**config.mk**
```make
export PLATFORM = sky130hd
export DESIGN_NAME = result_bus
export DESIGN_NICKNAME = d
export VERILOG_FILES = /design/src/alu_pkg.sv /design/src/result_bus.sv
export VERILOG_INCLUDE_DIRS = /design/src
export SDC_FILE = /design/constraint.sdc
export NUM_CORES = 1
export LEC_CHECK = 0
export ABC_AREA = 1
export BUFFER_PORTS_ARGS = -buffer_cell sky130_fd_sc_hd__buf_2
export CAP_MARGIN = 40
export CORE_AREA = 2 2 255 257
export CTS_CLUSTER_DIAMETER = 30
export DETAILED_ROUTE_END_ITERATION = 16
export DIE_AREA = 0 0 257 259
export PLACE_DENSITY = 0.33
export SYNTH_ARGS = -nofsm -noshare
export SYNTH_HDL_FRONTEND = slang
export SYNTH_SLANG_ARGS = --single-unit
```
**constraint.sdc**
```tcl
create_clock -name clk -period 1.07 [get_ports clk]
set_input_delay 0.2675 -clock clk [delete_from_list [all_inputs] [get_ports clk]]
set_output_delay 0.2675 -clock clk [all_outputs]
set_load 0.02 [all_outputs]
```
**src/alu_cluster_config.svh**
```systemverilog
`ifndef ALU_CLUSTER_CONFIG_SVH
`define ALU_CLUSTER_CONFIG_SVH

// cluster shape
`define ALU_LANES   3
`define ALU_DATA_W  64
`define ALU_TAG_W   6
`define ALU_SEL_W   3  // 0 is the register file, then current bus, then delayed bus
`define ALU_OP_W    4

// opcode values
`define ALU_OP_ADD64  4'd0
`define ALU_OP_SUB64  4'd1
`define ALU_OP_ADD32  4'd2
`define ALU_OP_SUB32  4'd3
`define ALU_OP_AND    4'd4
`define ALU_OP_OR     4'd5
`define ALU_OP_XOR    4'd6
`define ALU_OP_SHL64  4'd7
`define ALU_OP_SHR64  4'd8
`define ALU_OP_SAR64  4'd9
`define ALU_OP_SHL32  4'd10
`define ALU_OP_SHR32  4'd11
`define ALU_OP_SAR32  4'd12  // highest legal opcode

// flag bit positions
`define ALU_FLAG_Z  0
`define ALU_FLAG_S  1
`define ALU_FLAG_C  2
`define ALU_FLAG_V  3

`endif

```
**src/alu_pkg.sv**
```systemverilog
`include "alu_cluster_config.svh"

package alu_pkg;

  // operand or result word
  typedef logic [`ALU_DATA_W-1:0] data_t;

  typedef logic [`ALU_OP_W-1:0] op_t;

  // destination register tag
  typedef logic [`ALU_TAG_W-1:0] tag_t;

  // operand source select
  typedef logic [`ALU_SEL_W-1:0] fwd_sel_t;

  // zero, sign, carry and overflow
  typedef logic [`ALU_FLAG_V:0] flags_t;

endpackage

```
**src/result_bus.sv**
```systemverilog
`timescale 1ns/10ps
`include "alu_cluster_config.svh"

module result_bus (
  input  logic            clk,
  input  logic            rst,
  input  logic            lane_valid  [`ALU_LANES],
  input  alu_pkg::data_t  lane_result [`ALU_LANES],
  input  alu_pkg::flags_t lane_flags  [`ALU_LANES],
  input  alu_pkg::tag_t   lane_tag    [`ALU_LANES],
  output logic            bus_valid   [`ALU_LANES],
  output alu_pkg::data_t  bus_result  [`ALU_LANES],
  output alu_pkg::flags_t bus_flags   [`ALU_LANES],
  output alu_pkg::tag_t   bus_tag     [`ALU_LANES],
  output logic            dly_valid   [`ALU_LANES],
  output alu_pkg::data_t  dly_result  [`ALU_LANES]
);

  always_ff @(posedge clk) begin
    if (rst) begin
      for (int i = 0; i < `ALU_LANES; i++) begin
        bus_valid[i] <= 1'b0;
        dly_valid[i] <= 1'b0;
      end
    end else begin
      for (int i = 0; i < `ALU_LANES; i++) begin
        bus_valid[i] <= lane_valid[i];
        dly_valid[i] <= bus_valid[i];
      end
    end
  end

  always_ff @(posedge clk) begin
    for (int i = 0; i < `ALU_LANES; i++) begin
      bus_result[i] <= lane_result[i];
      bus_flags[i]  <= lane_flags[i];
      bus_tag[i]    <= lane_tag[i];
      dly_result[i] <= bus_result[i];  // kept one more cycle for late forwarding
    end
  end

  // an unknown issue strobe upstream would show up here two cycles later
  for (genvar g = 0; g < `ALU_LANES; g++) begin : g_valid_chk
    valid_known: assert property (@(posedge clk) disable iff (rst)
      !$isunknown(bus_valid[g]));
  end

endmodule

```
==> results.sh <==
export IMPL_status="finished, violations left"
export IMPL_violations="setup timing"
export IMPL_initial_core_util_pct=13.2
export IMPL_rrSetupSlack_ns=0.35
export IMPL_critPathLaunch="bus_result[1]$_DFF_P_"
export IMPL_syn_num_nets=659
export IMPL_power_mw=50.1
export IMPL_drc=0
export IMPL_die_area_mm2=0.0666
export IMPL_critPathTopFamily="flip-flops"
export IMPL_crit_type="reg -> out"
export IMPL_clk_latency_ns=0.59
export IMPL_cp_num_buf_inv=1
export IMPL_reg2reg_to="dly_result[178]$_DFF_P_"
export IMPL_pre_cts_slack_ns=0.157
export IMPL_hp_class="in -> reg"
export IMPL_synth_seq_cells=420
export IMPL_clkTransAtPathRegs_ns=0.05
export IMPL_postSynthCellCount=432
export IMPL_grt_first_pass_wirelength_um=48200
export IMPL_seqPwrFrac_pct=34.4
export IMPL_vias=7204
export IMPL_fill_cells=6152
export IMPL_rows=93
export IMPL_yosysTopAreaCellShare_pct=99.5
export IMPL_fp_dieH_um=259
export IMPL_grt_max_degree=13
export IMPL_clock_sinks=420
export IMPL_drive_above_1_share_pct=83.4
export IMPL_finalSetupViolCount=423
export IMPL_cts_tree="built"
export IMPL_tightest_slew_ns=0.163
export IMPL_first_iter_violations=191
export IMPL_via_per_inst=3.04
export IMPL_fin_ws_ns=-0.291
export IMPL_rsz0062_at_grt="yes"
export IMPL_slew_viol_final=0
export IMPL_leakagePower_nw=9.70
export IMPL_numCtsBuffers=90
export IMPL_arrival_ns=1.09
export IMPL_synth_area_leaders="dfxtp_1 (99%), inv_1 (0.27%), nor2_1 (0.27%)"
export IMPL_layout_worst_path_cycle_share_pct=127
export IMPL_p_comb_share_pct=8.5
export IMPL_placed_area_mm2=0.0128
export IMPL_powerDensity_mw_per_mm2=2300
export IMPL_h_tree_depth=3
export IMPL_antenna_found_initial=8
export IMPL_routabilityCongestion=0.798
export IMPL_power_switching_mw=11.2
export IMPL_cp_max_fo=2
export IMPL_finish_utilization_pct=34.0
export IMPL_ant_nets=0
export IMPL_cp_data_required_time_ns=0.80
export IMPL_io_buffers=646
export IMPL_cpMaxStageDelayCell="dfxtp_2"
export IMPL_yosys_area_top_type="dfxtp_1"
export IMPL_maxSlewHeadroom_pct=89.1
export IMPL_first_pass_iters=3
export IMPL_whs_path_depth=2
export IMPL_synth_distinct_cells=3
export IMPL_fin_hold_ws_ns=0.300
export IMPL_die_x_um=257
export IMPL_avgRoutedWirePerCell_um=14.2
export IMPL_cts_root_buf="clkbuf_16"
export IMPL_path_cells="buf_6"
export IMPL_hold_viol=0
export IMPL_timing_rr_start="bus_result[178]$_DFF_P_"
export IMPL_grt_pass1_vias=8175
export IMPL_worstHoldStart="lane_result[37]"
export IMPL_ys_seq_area_share_pct=99.5
export IMPL_grt_use_total_pct=9.58
export IMPL_wirelength_um=33700
export IMPL_ir_worst_vdd_mv=1.34
export IMPL_grt_remaining_overflow=0
export IMPL_p_clk_share_pct=57.2
export IMPL_switching_share_pct=22.4
export IMPL_critPathMaxStageDelay_ns=0.37
export IMPL_hpwlAfterDp_um=22900
export IMPL_power_internal_mw=38.9
export IMPL_ios=647
export IMPL_period_minus_slack_ns=1.36
export IMPL_startpoint_type="flop"
export IMPL_maxCapViolCount=0
export IMPL_reg2reg_depth=2
export IMPL_holdPathEnd="bus_result[37]$_DFF_P_"
export IMPL_syn_area_per_cell_um2=19.6
export IMPL_nets=1665
export IMPL_cp_end_kind="output pin"
export IMPL_yosysWarnings=0
export IMPL_netlist_area_mm2=0.00845
export IMPL_finClkSkew_ns=0.0216
export IMPL_finalInstanceArea_mm2=0.0217
export IMPL_fp_coreArea_mm2=0.0639
export IMPL_area_growth_pct=157
export IMPL_fmax_mhz=735
export IMPL_path_depth=1
export IMPL_cts_buffer_depth=3
stage by stage:
stage / TNS, ns / instances
global route: -121.69 / 2368
detailed placement: 0 / 1935
global placement: 0 / 1935
CTS: -118.94 / 2353
floorplan: 0 / 432
finish: -94.75 / 2368
worst max-delay path by stage:
stage          slack (ns)              end
2_1_floorplan        0.39     bus_valid[0]
3_3_place_gp         0.16  dly_result[151]
3_5_place_dp         0.16   bus_result[77]
4_1_cts             -0.35  dly_result[151]
5_1_grt             -0.35   dly_result[40]
6_report            -0.29    bus_result[1]
final cells by class:
cell class                      instances  area, µm²  area share [%]
Multi-Input combinational cell          6       22.5           0.104
Inverter                                6       22.5           0.104
Antenna cell                            1       2.50          0.0115
Clock inverter                         55        762            3.51
Tap cell                              855       1070            4.92
Timing Repair Buffer                  914       8450            38.9
Clock buffer                          111       2450            11.3
Sequential cell                       420       8960            41.2
flip-flops by register name, summed over array words and instances, names as in the netlist:
| signal | count |
|---|---|
| bus_valid | 3 |
| dly_result | 192 |
| bus_result | 192 |
| dly_valid | 3 |
| bus_tag | 18 |
| bus_flags | 12 |
routing by layer:
| layer | vias up | track usage (%) | wire length [µm] | part of all wire, % |
|---|---|---|---|---|
| met5 | - | 0 | 44 | 0.13 |
| met4 | 6 | 5.17 | 1260 | 3.7 |
| met3 | 83 | 4.32 | 3110 | 9.2 |
| met2 | 404 | 17.8 | 18100 | 54 |
| met1 | 3302 | 8.70 | 11100 | 33 |
| li1 | 3409 | - | - | - |
cells in the mapped netlist (all sizes together):
master and instances:
dfxtp 420, inv 6, nor2 6
cell families after synthesis:
family,Yosys count,synth area share (%)
buffers and inverters,6,0.266
flip-flops,420,99.5
AND/OR/NAND/NOR,6,0.266
cells in the final DEF, fill, tap and decap left out:
master         netlist  final
dfxtp_4              0     10
clkinv_2             0      8
diode_2              0      1
buf_4                0     40
inv_1                6      6
clkbuf_1             0     10
clkinv_8             0      4
buf_6                0    420
clkinv_4             0      7
clkbuf_16            0     91
clkinvlp_4           0     14
inv_6                0      8
buf_2                0    225
nor2_1               6      6
dlygate4sd3_1        0    229
clkbuf_8             0     10
dfxtp_2              0    410
bufinv_16            0     14
power by group through the flow:
stage / Clock [mW] / Combinational (mW) / Sequential [mW]
final: 28.6 / 4.24 / 17.2
after global placement: 0 / 2.52 / 17.1
after floorplan: 0 / 0.00760 / 18.2
after global routing: 30.2 / 4.42 / 17.3
after CTS: 29.3 / 4.21 / 17.2
after detailed placement: 0 / 2.48 / 17.1
timing repair:
| action | in CTS | in global routing |
|---|---|---|
| hold buffers | 229 | 0 |
| gates cloned | 0 | 0 |
| resized for setup | 1266 | 6 |
| endpoints found under the hold margin | 228 | 0 |
| setup buffers | 23 | 14 |
| setup endpoints to repair | 420 | 423 |
(Power assumes the default switching activity.)
