### config.mk
export PLATFORM = sky130hd
export DESIGN_NAME = operand_forward
export DESIGN_NICKNAME = d
export VERILOG_FILES = /design/src/alu_pkg.sv /design/src/operand_forward.sv
export VERILOG_INCLUDE_DIRS = /design/src
export SDC_FILE = /design/constraint.sdc
export NUM_CORES = 2
export LEC_CHECK = 0
export BUFFER_PORTS_ARGS = -buffer_cell sky130_fd_sc_hd__buf_2
export CELL_PAD_IN_SITES_DETAIL_PLACEMENT = 0
export CELL_PAD_IN_SITES_GLOBAL_PLACEMENT = 1
export CORE_AREA = 2 2 482 484
export DETAILED_ROUTE_END_ITERATION = 10
export DIE_AREA = 0 0 484 486
export PLACE_DENSITY_LB_ADDON = 0.1
export SLEW_MARGIN = 25
export SYNTH_ARGS = -nofsm -noshare
export SYNTH_HDL_FRONTEND = slang
export SYNTH_SLANG_ARGS = --single-unit
export TNS_END_PERCENT = 100
### constraint.sdc
create_clock -name clk -period 2.1 [get_ports clk]
set_input_delay 0.42 -clock clk [delete_from_list [all_inputs] [get_ports clk]]
set_output_delay 0.42 -clock clk [all_outputs]
set_load 0.02 [all_outputs]
### src/alu_cluster_config.svh
`ifndef ALU_CLUSTER_CONFIG_SVH
`define ALU_CLUSTER_CONFIG_SVH

// cluster shape
`define ALU_LANES   3
`define ALU_DATA_W  64
`define ALU_TAG_W   6
`define ALU_SEL_W   3  // 0 is the register file, then current bus, then delayed bus
`define ALU_OP_W    4

// opcode values
`define ALU_OP_ADD64  4'd0
`define ALU_OP_SUB64  4'd1
`define ALU_OP_ADD32  4'd2
`define ALU_OP_SUB32  4'd3
`define ALU_OP_AND    4'd4
`define ALU_OP_OR     4'd5
`define ALU_OP_XOR    4'd6
`define ALU_OP_SHL64  4'd7
`define ALU_OP_SHR64  4'd8
`define ALU_OP_SAR64  4'd9
`define ALU_OP_SHL32  4'd10
`define ALU_OP_SHR32  4'd11
`define ALU_OP_SAR32  4'd12  // highest legal opcode

// flag bit positions
`define ALU_FLAG_Z  0
`define ALU_FLAG_S  1
`define ALU_FLAG_C  2
`define ALU_FLAG_V  3

`endif

### src/alu_pkg.sv
`include "alu_cluster_config.svh"

package alu_pkg;

  // operand or result word
  typedef logic [`ALU_DATA_W-1:0] data_t;

  typedef logic [`ALU_OP_W-1:0] op_t;

  // destination register tag
  typedef logic [`ALU_TAG_W-1:0] tag_t;

  // operand source select
  typedef logic [`ALU_SEL_W-1:0] fwd_sel_t;

  // zero, sign, carry and overflow
  typedef logic [`ALU_FLAG_V:0] flags_t;

endpackage

### src/operand_forward.sv
`timescale 1ns/10ps
`include "alu_cluster_config.svh"

module operand_forward (
  input  logic               clk,
  input  logic               rst,
  input  logic               except,
  input  logic               issue_valid [`ALU_LANES],
  input  alu_pkg::op_t       issue_op    [`ALU_LANES],
  input  alu_pkg::data_t     issue_a     [`ALU_LANES],
  input  alu_pkg::data_t     issue_b     [`ALU_LANES],
  input  alu_pkg::fwd_sel_t  issue_a_sel [`ALU_LANES],
  input  alu_pkg::fwd_sel_t  issue_b_sel [`ALU_LANES],
  input  alu_pkg::tag_t      issue_tag   [`ALU_LANES],
  input  alu_pkg::data_t     bus_result  [`ALU_LANES],
  input  alu_pkg::data_t     dly_result  [`ALU_LANES],
  output logic               stage_valid [`ALU_LANES],
  output alu_pkg::op_t       stage_op    [`ALU_LANES],
  output alu_pkg::data_t     stage_a     [`ALU_LANES],
  output alu_pkg::data_t     stage_b     [`ALU_LANES],
  output alu_pkg::tag_t      stage_tag   [`ALU_LANES]
);

  alu_pkg::data_t src_word [2*`ALU_LANES];  // current bus words first, then the delayed ones
  alu_pkg::data_t a_mux    [`ALU_LANES];
  alu_pkg::data_t b_mux    [`ALU_LANES];

  // select k+1 picks bus word k and select 0 keeps the register file value
  function automatic alu_pkg::data_t pick_src(
    input alu_pkg::fwd_sel_t sel,
    input alu_pkg::data_t    rf,
    input alu_pkg::data_t    words [2*`ALU_LANES]
  );
    alu_pkg::data_t word;
    word = rf;
    for (int k = 0; k < 2*`ALU_LANES; k++) begin
      if (sel == alu_pkg::fwd_sel_t'(k + 1)) begin
        word = words[k];
      end
    end
    return word;
  endfunction

  always_comb begin
    for (int i = 0; i < `ALU_LANES; i++) begin
      src_word[i]             = bus_result[i];
      src_word[i + `ALU_LANES] = dly_result[i];  // bus as it was one cycle ago
    end
  end

  always_comb begin
    for (int i = 0; i < `ALU_LANES; i++) begin
      a_mux[i] = pick_src(issue_a_sel[i], issue_a[i], src_word);
      b_mux[i] = pick_src(issue_b_sel[i], issue_b[i], src_word);
    end
  end

  always_ff @(posedge clk) begin
    if (rst) begin
      for (int i = 0; i < `ALU_LANES; i++) begin
        stage_valid[i] <= 1'b0;
      end
    end else begin
      for (int i = 0; i < `ALU_LANES; i++) begin
        stage_valid[i] <= issue_valid[i] & ~except;  // an exception kills this cycle's issue
      end
    end
  end

  always_ff @(posedge clk) begin
    for (int i = 0; i < `ALU_LANES; i++) begin
      stage_op[i]  <= issue_op[i];
      stage_a[i]   <= a_mux[i];
      stage_b[i]   <= b_mux[i];
      stage_tag[i] <= issue_tag[i];
    end
  end

  for (genvar g = 0; g < `ALU_LANES; g++) begin : g_sel_chk
    sel_legal: assert property (@(posedge clk) disable iff (rst)
      issue_valid[g] |-> (issue_a_sel[g] <= 2*`ALU_LANES && issue_b_sel[g] <= 2*`ALU_LANES));
  end

endmodule

==> out/summary.txt <==
Clock Tree Buf Depth - 3
sequential-to-total area share from yosys stat - 22.0%
HP Class - input pin to flip-flop
initial DRC count - 3,034
worst setup path end - stage_b[52]
Post-DRT Antenna Nets - 0
post-synth top area share - 22.0%
number of buffers created by CTS - 74
CP arrival - 1.59 ns
combined area of the multi-input logic cells - 0.0264 mm2
Post-Syn Area - 0.0379 mm2
Worst Setup SP - stage_b[52]
Worst EP required - 1.68 ns
# setup viols final - 0
initial antenna violation count - 132
Die Ht - 486 um
Port-buffer cells - 1,238
cells taking the most area after synthesis - dfxtp_1 22%, mux2i_1 10%, mux2_2 9.4%
TNS Setup - 0 ns
net count after synthesis - 6,046
largest area contributor in the netlist - dfxtp_1
Worst-path clk slew - 0.06 ns
GR Overflow Total - 0
Critical Path Stages - 1
Fillers - 25,900
Max-Cap Viols - 0
f_max - 497 MHz
CORE AREA - 0.229 mm2
1st-pass router iterations - 5
final slew viol count - 0
Leakage - 21.7 nW
Startpoint Class - flip-flop
Worst slew margin - 50.8%
vias in the first global route - 45,500
crit-path cells - buf_2
crit share post-route - 95.8%
hold path startpoint - issue_a[159]
GP Congestion - 0.814
WP buf/inv - 1
critical path peak fanout - 1
total clock sinks - 417
syn avg cell area - 7.25 um2
vias per cell - 4.90
largest net degree at the start of global routing - 97
Slowest-stage cell, CP - dfxtp_1
CTS root buf - clkbuf_16
# IOs - 1,239
all-layer global routing usage - 22.8%
crit-path max cell delay - 0.61 ns
min Tclk post-route - 2.01 ns
first-pass GRT wire length - 384,000 um
post-synth cell types - 27
Routed WL - 280,000 um
Syn Inst Count - 5,224
final core occ - 22.5%
hpwl dp - 213,000 um
critical path's top delay family - flip-flops
cell area power density - 663 mW/mm2
starting density of the core - 16.5%
FF/Latch Area - 0.00835 mm2
Final nets - 7,111
residual DRC count - 0
DR WL/cell - 29.8 um
Final Hold Fails - 0
Setup crit end kind - output port
Die X - 484 um
via count - 46,100
flop and latch count out of synthesis - 417
Setup CP Type - flip-flop to output port
CTS tree - yes
Cell Rows - 176
status - completed
most frequent cells in the layout - 1,220 x buf_2, 827 x nand2_1, 646 x nor2_1
slew at the pin with the worst max-slew slack - 0.738 ns
synth-to-layout area growth - 36.4%
htree depth - 3
fraction of layout cells with a size suffix above 1 - 31.3%
post_cts resized - 0
Max VDD drop - 547 uV
RSZ-0062 raised after global routing - no
Die Area - 0.235 mm2
yosys warns - 0
most common cell after layout, fill and taps aside - buf_2
[area by class of cell]
type,count,area share [%]
Multi-Input combinational cell,4186,51.1
Tap cell,3026,7.33
Clock inverter,22,0.450
Sequential cell,417,16.2
Antenna cell,39,0.189
Timing Repair Buffer,1610,20.5
Clock buffer,111,4.20
[worst min path at each step]
stage	to	slack (ns)	cells past startpoint
after CTS	stage_b[43]	0.001	5
final	stage_a[159]	0.09	4
after detailed placement	stage_op[5]	0.52	1
after global routing	stage_a[147]	0.06	4
after global placement	stage_tag[4]	0.52	1
after floorplan	stage_op[0]	0.45	0
[layer usage]
metal	GRT usage (%)	vias up	part of all wire, %
li1	-	21400	-
met1	28.1	22600	42
met2	39.6	1673	48
met3	4.50	397	6.0
met4	7.25	68	3.2
met5	0	-	0.15
[stage by stage]
step / setup slack, ns / hold WS [ns] / power [mW] / instances / instance area (um2)
finish: 0.0887 / 0.0856 / 34.3 / 9411 / 51700
global route: 0.0601 / 0.0594 / 36.0 / 9383 / 51600
CTS: 0.0450 / 0.00107 / 35.0 / 9372 / 51600
detailed placement: 0.116 / 0.524 / 21.4 / 9166 / 48400
global placement: 0.0940 / 0.522 / 21.5 / 9166 / 48400
floorplan: 0.658 / 0.448 / 15.6 / 5224 / 37900
[flip-flops by register name (all words and copies together), names as in the netlist]
name / cells
stage_a: 192
stage_tag: 18
stage_b: 192
stage_valid: 3
stage_op: 12
[logic make-up after synthesis]
family	synth area share (%)
buffers and inverters	8.54
AND/OR/NAND/NOR	16.1
flip-flops	22.0
AO/OA/AOI/OAI	33.7
multiplexers	19.6
[what timing repair did]
| action | CTS | global route |
|---|---|---|
| hold buffers | 73 | 0 |
| hold endpoints to repair | 70 | 0 |
| setup endpoints to repair | 0 | 0 |
| setup buffers | 0 | 0 |
[synth_stat cells]
| cell type | instances |
|---|---|
| nand2_1 | 827 |
| nor2_1 | 646 |
| o21ai_0 | 521 |
| dfxtp_1 | 417 |
| mux2i_1 | 389 |
| mux2_2 | 315 |
| o22ai_1 | 315 |
| o2bb2ai_1 | 315 |
| o31ai_1 | 315 |
| clkbuf_1 | 253 |
| o21ai_1 | 237 |
| buf_2 | 142 |
| o221ai_1 | 128 |
| buf_1 | 93 |
| nand2b_1 | 74 |
| buf_4 | 72 |
| a22o_1 | 64 |
| buf_6 | 61 |
| nor2b_1 | 10 |
| a21bo_2 | 5 |
| a221oi_1 | 5 |
| a31oi_1 | 5 |
| o21a_1 | 5 |
| o21bai_1 | 5 |
| and2_1 | 3 |
| nand2b_2 | 1 |
| nor2b_4 | 1 |
[report_power, final]
part	total, mW	internal [mW]	switching [mW]	leakage, nW
clock	13.0	7.51	5.45	1.19
combinational	11.7	4.25	7.48	16.9
sequential	9.56	8.89	0.668	3.52
total	34.3	20.7	13.6	21.7
(Power assumes the default switching activity.)
